`config.mk`:
```
export PLATFORM = sky130hd
export DESIGN_NAME = conv_layer
export DESIGN_NICKNAME = d
export VERILOG_FILES = /design/src/hdl/conv_pkg.sv /design/src/hdl/conv_layer.sv /design/src/hdl/mac_unit.sv /design/src/hdl/sample_window.sv /design/src/hdl/weight_rom.sv
export SDC_FILE = /design/constraint.sdc
export NUM_CORES = 2
export LEC_CHECK = 0
export ABC_AREA = 1
export ABC_CLOCK_PERIOD_IN_PS = 9900
export BUFFER_PORTS_ARGS = -buffer_cell sky130_fd_sc_hd__buf_4
export CORE_MARGIN = 5
export CORE_UTILIZATION = 40
export CTS_BUF_LIST = sky130_fd_sc_hd__clkbuf_4 sky130_fd_sc_hd__clkbuf_8 sky130_fd_sc_hd__clkbuf_16
export CTS_CLUSTER_DIAMETER = 50
export DETAILED_ROUTE_END_ITERATION = 10
export HOLD_SLACK_MARGIN = 0.05
export PLACE_DENSITY_LB_ADDON = 0.2
export SLEW_MARGIN = 0
export SYNTH_ARGS = -nofsm -noshare
export SYNTH_HDL_FRONTEND = slang
export SYNTH_SLANG_ARGS = --single-unit
```
`constraint.sdc`:
```
create_clock -name clk_i -period 9.9 [get_ports clk_i]
set_input_delay 0.495 -clock clk_i [delete_from_list [all_inputs] [get_ports clk_i]]
set_output_delay 0.495 -clock clk_i [all_outputs]
set_load 0.03 [all_outputs]
```
`src/hdl/conv_pkg.sv`:
```
`default_nettype none

package conv_pkg;

    // fixed-point format, Q4.8 samples and weights
    localparam int WORD_SIZE = 16;
    localparam int FRAC_BITS = 8;

    // window and kernel geometry
    localparam int INPUT_HEIGHT  = 4;
    localparam int KERNEL_HEIGHT = 3;
    localparam int KERNEL_WIDTH  = 2;   // I and Q channels
    localparam int NUM_TAPS      = KERNEL_HEIGHT * KERNEL_WIDTH;
    localparam int WINDOW_WORDS  = INPUT_HEIGHT * KERNEL_WIDTH;
    localparam int OUT_COUNT     = INPUT_HEIGHT - KERNEL_HEIGHT + 1;

    // tap address covers 0..NUM_TAPS, the last one selects the bias
    localparam int ADDR_BITS = $clog2(NUM_TAPS + 1);

    // wide enough for six full products plus the scaled bias
    localparam int ACC_BITS = 36;

    typedef logic signed [WORD_SIZE-1:0] word_t;
    typedef logic [ADDR_BITS-1:0] tap_addr_t;

    // word 0 is the oldest sample, word r*KERNEL_WIDTH+c is row r channel c
    typedef word_t [WINDOW_WORDS-1:0] window_t;

    typedef struct packed {
        word_t [OUT_COUNT-1:0] value;   // value[j] is output position j
    } result_t;

    // kernel taps in tap order, row major, I then Q
    localparam word_t KERNEL_WEIGHTS [NUM_TAPS] = '{
        16'sd128,   // 0.5
        -16'sd64,   // -0.25
        16'sd256,   // 1.0
        16'sd192,   // 0.75
        -16'sd384,  // -1.5
        16'sd32     // 0.125
    };

    localparam word_t KERNEL_BIAS = 16'sd64;   // 0.25

    // layer controller
    typedef enum logic [1:0] {
        READY = 2'b00,
        BUSY  = 2'b01,
        BIAS  = 2'b10,
        DONE  = 2'b11
    } layer_state_e;

endpackage

`default_nettype wire
```
`src/hdl/conv_layer.sv`:
```
`default_nettype none

module conv_layer (
    input  wire logic              clk_i,
    input  wire logic              reset_i,

    // sample stream into the window
    input  wire logic              sample_valid_i,
    input  wire conv_pkg::word_t   sample_i,

    // start of a computation
    input  wire logic              start_i,
    output logic                   ready_o,

    // result, held until taken
    output logic                   valid_o,
    input  wire logic              yumi_i,
    output conv_pkg::result_t      data_o
);

    conv_pkg::layer_state_e state_q, state_d;
    conv_pkg::tap_addr_t    tap_q;
    conv_pkg::window_t      window;
    conv_pkg::word_t        rom_data;
    conv_pkg::word_t        unit_result [conv_pkg::OUT_COUNT];

    logic last_tap;
    logic shift_en;
    logic sum_en_q;
    logic add_bias;
    logic clear;

    assign last_tap = (tap_q == conv_pkg::tap_addr_t'(conv_pkg::NUM_TAPS));
    assign clear    = valid_o && yumi_i;   // handshake empties the MACs

    // controller
    always_comb begin
        state_d = state_q;
        case (state_q)
            conv_pkg::READY: begin
                if (start_i) begin
                    state_d = conv_pkg::BUSY;
                end
            end
            conv_pkg::BUSY: begin
                // address NUM_TAPS is out, bias word lands next cycle
                if (last_tap) begin
                    state_d = conv_pkg::BIAS;
                end
            end
            conv_pkg::BIAS: begin
                state_d = conv_pkg::DONE;
            end
            conv_pkg::DONE: begin
                if (yumi_i) begin
                    state_d = conv_pkg::READY;
                end
            end
            default: begin
                state_d = conv_pkg::READY;
            end
        endcase
    end

    always_ff @(posedge clk_i) begin
        if (reset_i) begin
            state_q <= conv_pkg::READY;
        end else begin
            state_q <= state_d;
        end
    end

    // tap counter walks 0..NUM_TAPS while busy, parked at 0 otherwise
    always_ff @(posedge clk_i) begin
        if (reset_i) begin
            tap_q <= '0;
        end else if (state_q == conv_pkg::BUSY && !last_tap) begin
            tap_q <= tap_q + 1'b1;
        end else begin
            tap_q <= '0;
        end
    end

    // weight reads lag the address by one cycle, so the enables do too
    always_ff @(posedge clk_i) begin
        if (reset_i) begin
            sum_en_q <= 1'b0;
        end else begin
            sum_en_q <= (state_q == conv_pkg::BUSY) && !last_tap;
        end
    end

    assign add_bias = (state_q == conv_pkg::BIAS);   // bias word is on rom_data now

    assign ready_o  = (state_q == conv_pkg::READY);
    assign valid_o  = (state_q == conv_pkg::DONE);
    assign shift_en = sample_valid_i && ready_o;   // window frozen outside READY

    sample_window u_window (
        .clk_i      (clk_i),
        .reset_i    (reset_i),
        .shift_en_i (shift_en),
        .data_i     (sample_i),
        .window_o   (window)
    );

    weight_rom u_rom (
        .clk_i  (clk_i),
        .addr_i (tap_q),
        .data_o (rom_data)
    );

    for (genvar j = 0; j < conv_pkg::OUT_COUNT; j++) begin : g_unit
        conv_pkg::word_t sample_q;

        // unit j starts at row j, registered to line up with the ROM output
        always_ff @(posedge clk_i) begin
            if (int'(tap_q) < conv_pkg::NUM_TAPS) begin
                sample_q <= window[j * conv_pkg::KERNEL_WIDTH + int'(tap_q)];
            end
        end

        mac_unit u_mac (
            .clk_i      (clk_i),
            .reset_i    (reset_i),
            .clear_i    (clear),
            .sum_en_i   (sum_en_q),
            .add_bias_i (add_bias),
            .weight_i   (rom_data),
            .data_i     (sample_q),
            .result_o   (unit_result[j])
        );
    end

    always_comb begin
        for (int k = 0; k < conv_pkg::OUT_COUNT; k++) begin
            data_o.value[k] = unit_result[k];
        end
    end

endmodule

`default_nettype wire

```
`src/hdl/mac_unit.sv`:
```
`default_nettype none

module mac_unit (
    input  wire logic            clk_i,
    input  wire logic            reset_i,
    input  wire logic            clear_i,
    input  wire logic            sum_en_i,
    input  wire logic            add_bias_i,
    input  wire conv_pkg::word_t weight_i,
    input  wire conv_pkg::word_t data_i,
    output conv_pkg::word_t      result_o
);

    logic signed [conv_pkg::ACC_BITS-1:0]    acc_q;
    logic signed [2*conv_pkg::WORD_SIZE-1:0] product;
    logic signed [conv_pkg::ACC_BITS-1:0]    biased;
    logic signed [conv_pkg::ACC_BITS-1:0]    scaled;
    conv_pkg::word_t                         saturated;

    // full precision Q8.16 product
    assign product = weight_i * data_i;

    // on the bias cycle weight_i carries the bias word
    assign biased = acc_q + (conv_pkg::ACC_BITS'(weight_i) <<< conv_pkg::FRAC_BITS);
    assign scaled = biased >>> conv_pkg::FRAC_BITS;   // back to Q4.8

    // clip to the 16 bit signed range when the upper bits disagree
    always_comb begin
        if (&scaled[conv_pkg::ACC_BITS-1:conv_pkg::WORD_SIZE-1] ||
            ~|scaled[conv_pkg::ACC_BITS-1:conv_pkg::WORD_SIZE-1]) begin
            saturated = scaled[conv_pkg::WORD_SIZE-1:0];
        end else if (scaled[conv_pkg::ACC_BITS-1]) begin
            saturated = {1'b1, {(conv_pkg::WORD_SIZE-1){1'b0}}};   // most negative
        end else begin
            saturated = {1'b0, {(conv_pkg::WORD_SIZE-1){1'b1}}};   // most positive
        end
    end

    always_ff @(posedge clk_i) begin
        if (reset_i || clear_i) begin
            acc_q    <= '0;
            result_o <= '0;
        end else if (add_bias_i) begin
            result_o <= saturated;   // held until the next clear
        end else if (sum_en_i) begin
            acc_q <= acc_q + product;
        end
    end

endmodule

`default_nettype wire

```
`src/hdl/sample_window.sv`:
```
`default_nettype none

module sample_window (
    input  wire logic            clk_i,
    input  wire logic            reset_i,
    input  wire logic            shift_en_i,
    input  wire conv_pkg::word_t data_i,
    output conv_pkg::window_t    window_o
);

    conv_pkg::window_t window_q;

    always_ff @(posedge clk_i) begin
        if (reset_i) begin
            window_q <= '0;
        end else if (shift_en_i) begin
            // everything moves one place toward word 0
            for (int k = 0; k < conv_pkg::WINDOW_WORDS - 1; k++) begin
                window_q[k] <= window_q[k+1];
            end
            window_q[conv_pkg::WINDOW_WORDS-1] <= data_i;   // newest sample
        end
    end

    assign window_o = window_q;

endmodule

`default_nettype wire

```
`src/hdl/weight_rom.sv`:
```
`default_nettype none

module weight_rom (
    input  wire logic              clk_i,
    input  wire conv_pkg::tap_addr_t addr_i,
    output conv_pkg::word_t        data_o
);

    // registered read, one cycle of latency
    always_ff @(posedge clk_i) begin
        if (int'(addr_i) < conv_pkg::NUM_TAPS) begin
            data_o <= conv_pkg::KERNEL_WEIGHTS[addr_i];
        end else begin
            // address NUM_TAPS returns the bias word
            data_o <= conv_pkg::KERNEL_BIAS;
        end
    end

endmodule

`default_nettype wire

```
Word-level counts from Yosys, hierarchy flattened --
Memories as Yosys holds them, arrays and structs flattened. A register that Yosys moved wholly into a read port is not among the register bits. Index checks and enable logic that the tools add are counted.
Operators by class: mux-type cells 13, eq/ne operators 7, bitwise gates (word level) 3, $lt $le $gt $ge 3, add/subtract/negate cells 6, $mul 2, reductions and logical operators 18
Operators with widths (number):
- $mux W16 | 7
- $bmux W16 S3 | 2
- $add A36 B24 Y36 | 2
- $add A36 B32 Y36 | 2
- $mul A16 B16 Y32 | 2
- $reduce_and A13 Y1 | 2
- $reduce_or A13 Y1 | 2
- $pmux W2 S4 | 1
- $mux W2 | 3
- $add A2 B3 Y4 const A | 1
- $eq A2 B2 Y1 const B | 2
- $logic_not A1 Y1 | 4
- $lt A3 B4 Y1 const B | 1
- $lt A4 B4 Y1 const B | 1
- $ne A2 B2 Y1 const B | 2
- $not A3 Y4 | 1
- $add A3 B1 Y3 const B | 1
- $eq A3 B3 Y1 const B | 1
- $logic_and A1 B1 Y1 | 3
- $logic_or A1 B1 Y1 | 3
- $lt A3 B3 Y1 const B | 1
- $reduce_and A3 Y1 | 1
- $eq A2 B1 Y1 const B | 1
- $logic_not A2 Y1 | 1
- 4 further kinds | 5
Storage, ports and cells: output and inout port bits 34, register bits after elaboration 270, input bits 21, word-level logic and storage cells 70, memory bits (read-only) 128, memories kept 1
Memories:
- (name not given) | words 8, width 16, read ports 1, clocked after memory_dff 1, write ports 0, line weight_rom.sv:12 | data_o <= conv_pkg::KERNEL_WEIGHTS[addr_i];

Longest topological paths before layout --
word-level depth 5, gate-level depth with buffers 31, depth with buffers taken out 29

Modules after synthesis --
From an unflattened synthesis, not the netlist that was laid out.
Unflattened totals: cell total of the unflattened synthesis 5820, area total of the unflattened synthesis 41621.2 µm²
Modules (own cells, without submodules):
- mac_unit at g_unit[1].u_mac | cells an instance 2250, area each 16545.9 µm², instances 1, sequential area each 1041.0 µm²
- mac_unit at g_unit[0].u_mac | cells an instance 2258, area each 16444.5 µm², instances 1, sequential area each 1041.0 µm²
- sample_window | cells an instance 811, area each 5206.2 µm², instances 1, sequential area each 2562.5 µm²
- conv_layer | cells an instance 469, area each 3159.3 µm², instances 1, sequential area each 1081.0 µm²
- weight_rom | cells an instance 32, area each 265.3 µm², instances 1, sequential area each 100.1 µm²

Worst setup path before layout --
Ideal clock, no wire load.
kind reg-to-reg, start register u_rom.data_o[14], end register g_unit[1].u_mac.acc_q[32] in the netlist's numbering, buffers on the path 2, setup slack 2.964 ns, data arrival time 6.820 ns, required time 9.785 ns, clock period less this slack 6.936 ns, stages on the path, launching flop included 28, setup time 0.115 ns, cell sequence dfxtp_1 -> clkbuf_1 -> clkbuf_1 -> nand2_1 -> fa_1 -> fa_1 -> inv_1 -> fa_1 -> inv_1 -> fa_1 -> inv_1 -> fa_1 -> inv_1 -> fa_1 -> inv_1 -> ha_1 -> nand2_1 -> nor2_1 -> nor3b_1 -> nand3_1 -> nand3_1 -> nand3_1 -> nand2_1 -> nand3_1 -> nand2_1 -> nor2_1 -> o21ai_0 -> inv_1
On the way: longest elaborated chain between the ends 2
RTL lines:
- from (decl) | line weight_rom.sv:6 | output conv_pkg::word_t data_o
- $mul A16 B16 Y32 | line mac_unit.sv:21 | assign product = weight_i * data_i;
- $add A36 B32 Y36 | line mac_unit.sv:46 | acc_q <= acc_q + product;
- to (signal assigned) | line mac_unit.sv:46
- to (decl) | line mac_unit.sv:14 | logic signed [conv_pkg::ACC_BITS-1:0] acc_q;
Every way passes these cells. A chain may end at the register's enable or synchronous reset.

Final worst setup path --
start register u_rom.data_o[14], end register g_unit[1].u_mac.acc_q[35] in the netlist's numbering
Same word-level chain as after synthesis.

==> metrics.txt <==
CTS Buffer Depth=3; Psw=0.005004 W; CP Max Fanout=36; Reg power frac=0.183; largest net degree at the start of global routing=107; HPWL after detailed placement=around 55,000 µm; H-tree Lvls=2; Clock Skew=0.04091 ns; clock latency on the worst-skew pair=roughly 0.56 ns; setup_tns=0 ns; CP arrival=between 7 and 8 ns; Setup crit end kind=flip-flop; Pwr Total=0.009750 W; max_slew headroom=0.2542; share of layout cells above drive strength 1=0.05873; vias per cell=about 4.8; Synth top area share=0.2473; first-pass GRT wire length=117,900 µm; Warnings, synthesis=0; # hold bufs at CTS=0; Synth cell types=46; Post-synth top cells=inv_1, nand2_1, nor2_1; Sw Ratio=0.5133; Comb pwr share=0.665; critical path launch point type=flip-flop; Worst Path Required=between 10 and 15 ns; Routed Wire Length=~70,000 µm; DR pass1 iterations=7; vias=about 23,000; Die Width=279.2 µm; Slew @ Worst Pin=between 1 and 1.5 ns; most numerous cell in the Yosys netlist=inv_1; syn avg cell area=~7.7 µm²; top cells by area, synth=fa_1, dfxtp_1, inv_1; Synth area leader=fa_1; P_int=around 0.0047 W; Setup Fix Bufs, Post-CTS=0; vias in the first global route=approximately 22,000; Compound-Gate Fraction of Synth Area=0.1056; Yosys reg bits=265; status=completed; Syn Nets=approximately 4,400; Mapped Area=28,980 µm²; grt total ovfl=0; clk sinks=~270; die footprint=~80,000 µm²; die height=279.2 µm; nets=around 4,400; Port Buffers=54; dpl cell area=30,260 µm²; Syn Inst Count=around 3,800; Max Fclk=between 0.1 and 0.15 GHz; post_cts resized=0; drt wl/cell=~15 µm; Final setup violation count=0; area grow syn2layout=9.304%; Final GP Congestion=between 0.8 and 0.9; async set or reset register ratio after synthesis=0; Max Cap Violations=0; Tcrit/Tclk final=0.7418; Cell Rows=between 90 and 100; Synth Area in Simple Gates=0.1774; Setup WS post-layout=approximately 2.6 ns; fin area=about 32,000 µm²; initial antenna violation count=2; starting DRC count in detailed routing=between 1,000 and 1,500; PwrDens=between 300 and 400 nW/µm²; Final Max Slew Viols=0; Peak supply drop=239.5 µV; Initial Util=0.4040; GRT Resource Usage Total=0.1812; Final Critical Period=roughly 7.3 ns; core region area=just over 70,000 µm²; Ports=55; Post-Route Utilization=0.4416; largest family of logic cells by synthesized area=adder cells; mux contribution to synthesized area=0.02211; Post-synth EDFFs=32; Clk pwr share=0.152; CTS tree=done; Antenna Violating Nets Remaining=0; post-synthesis adder-cell area fraction=0.3531; Leak=17.02 nW; Hold Vio Cnt, Final=0; Main synth FF type=dfxtp_1; CTS Buf Count=41; sequential fraction of the synthesis area=0.1941; Clock Tree Root=clkbuf_16; critical setup path kind=flip-flop to flip-flop; min-delay worst type=input pin to flip-flop; DRC viols=0; RSZ-0062 raised after global routing=false; pre-CTS setup slack=2.539 ns; Synth Area in XOR/XNOR=0.02202; FILL cells=~7,300; CTS clk-pin slew, worst paths=about 0.060 ns
## logic make-up after synthesis
group,Yosys count
AOI/OAI and AO/OA,548
xor gates and xnor gates,72
adders and majority gates,603
buffers and inverters,960
DFF,265
muxes,64
and+or+nand+nor,1271
## power groups by stage
stage / registers, W / logic [W] / clock network, W
4_1_cts: 0.00179 / 0.00655 / 0.00152
6_report: 0.00178 / 0.00648 / 0.00148
3_3_place_gp: 0.00180 / 0.00648 / 0
2_1_floorplan: 0.00173 / 0.00492 / 0
3_5_place_dp: 0.00181 / 0.00649 / 0
5_1_grt: 0.00184 / 0.00761 / 0.00157
## area by class of cell
cell class / count / area (µm²) / share of cell area
diodes: 1 / 2.502 / 0.00007900
clock buffers: 52 / 1132 / 0.03575
clock inverters: 21 / 277.8 / 0.008769
inverters: 845 / 3174 / 0.1002
multi-input cells: 2558 / 19720 / 0.6226
flip-flops and latches: 265 / 5632 / 0.1778
well taps: 950 / 1189 / 0.03752
repair buffers: 73 / 548.0 / 0.01730
## cells in the final DEF (no fill, tap or decap), types with 41 or more instances in the layout
cell type  synthesis  routed
inv_1            842     840
nand2_1          597     596
nor2_1           505     505
fa_1             358     358
o21ai_0          320     320
ha_1             245     245
dfxtp_1          233     230
a21oi_1          128     128
buf_4              0      73
nand3_1           69      69
mux2i_1           64      64
clkbuf_16          0      42
xor2_1            41      41
## worst max-delay path: stages, from the launching register on
cell	delay [ns]
dfxtp_2	0.82
buf_4	0.52
nand2_1	0.22
fa_1	0.61
fa_1	0.87
fa_1	0.62
fa_1	0.66
inv_1	0.22
fa_1	0.53
inv_1	0.05
fa_1	0.47
inv_1	0.04
ha_1	0.36
nand2_1	0.12
nor2_1	0.15
inv_1	0.07
nor4_1	0.28
nand4_1	0.15
nand2_1	0.12
nor2_1	0.05
o221ai_1	0.18
inv_1	0.05
## sequential cells by signal (all words and copies together), names as in the netlist
name                   count
u_window.window_o        128
g_unit.u_mac.acc_q        62
g_unit.sample_q           32
g_unit.u_mac.result_o     32
u_rom.data_o               5
tap_q                      3
state_q                    2
sum_en_q                   1
## final timing paths
kind | slack [ns] | start | cells after the start | to
hold / removal | 0.13 | reset_i | 2 | state_q[0]
hold reg to reg | 0.47 | g_unit[0].u_mac.result_o[15] | 2 | g_unit[0].u_mac.result_o[15]
setup / recovery | 2.56 | u_rom.data_o[14] | 21 | g_unit[1].u_mac.acc_q[35]
setup reg to reg | 2.56 | u_rom.data_o[14] | 21 | g_unit[1].u_mac.acc_q[35]
## metal layers
layer  GRT usage  share of wire
met1      0.2703           0.50
met2      0.2834           0.44
met3     0.02575          0.045
met4     0.03436          0.018
met5           0        0.00019
## stage by stage
step           hold WS, ns  instances
6_report            0.1327       4765
5_1_grt             0.1233       4764
4_1_cts             0.1023       4764
2_1_floorplan       0.4528       3783
3_3_place_gp        0.4546       4691
3_5_place_dp        0.4587       4691
Power figures use the tool's default switching activity.
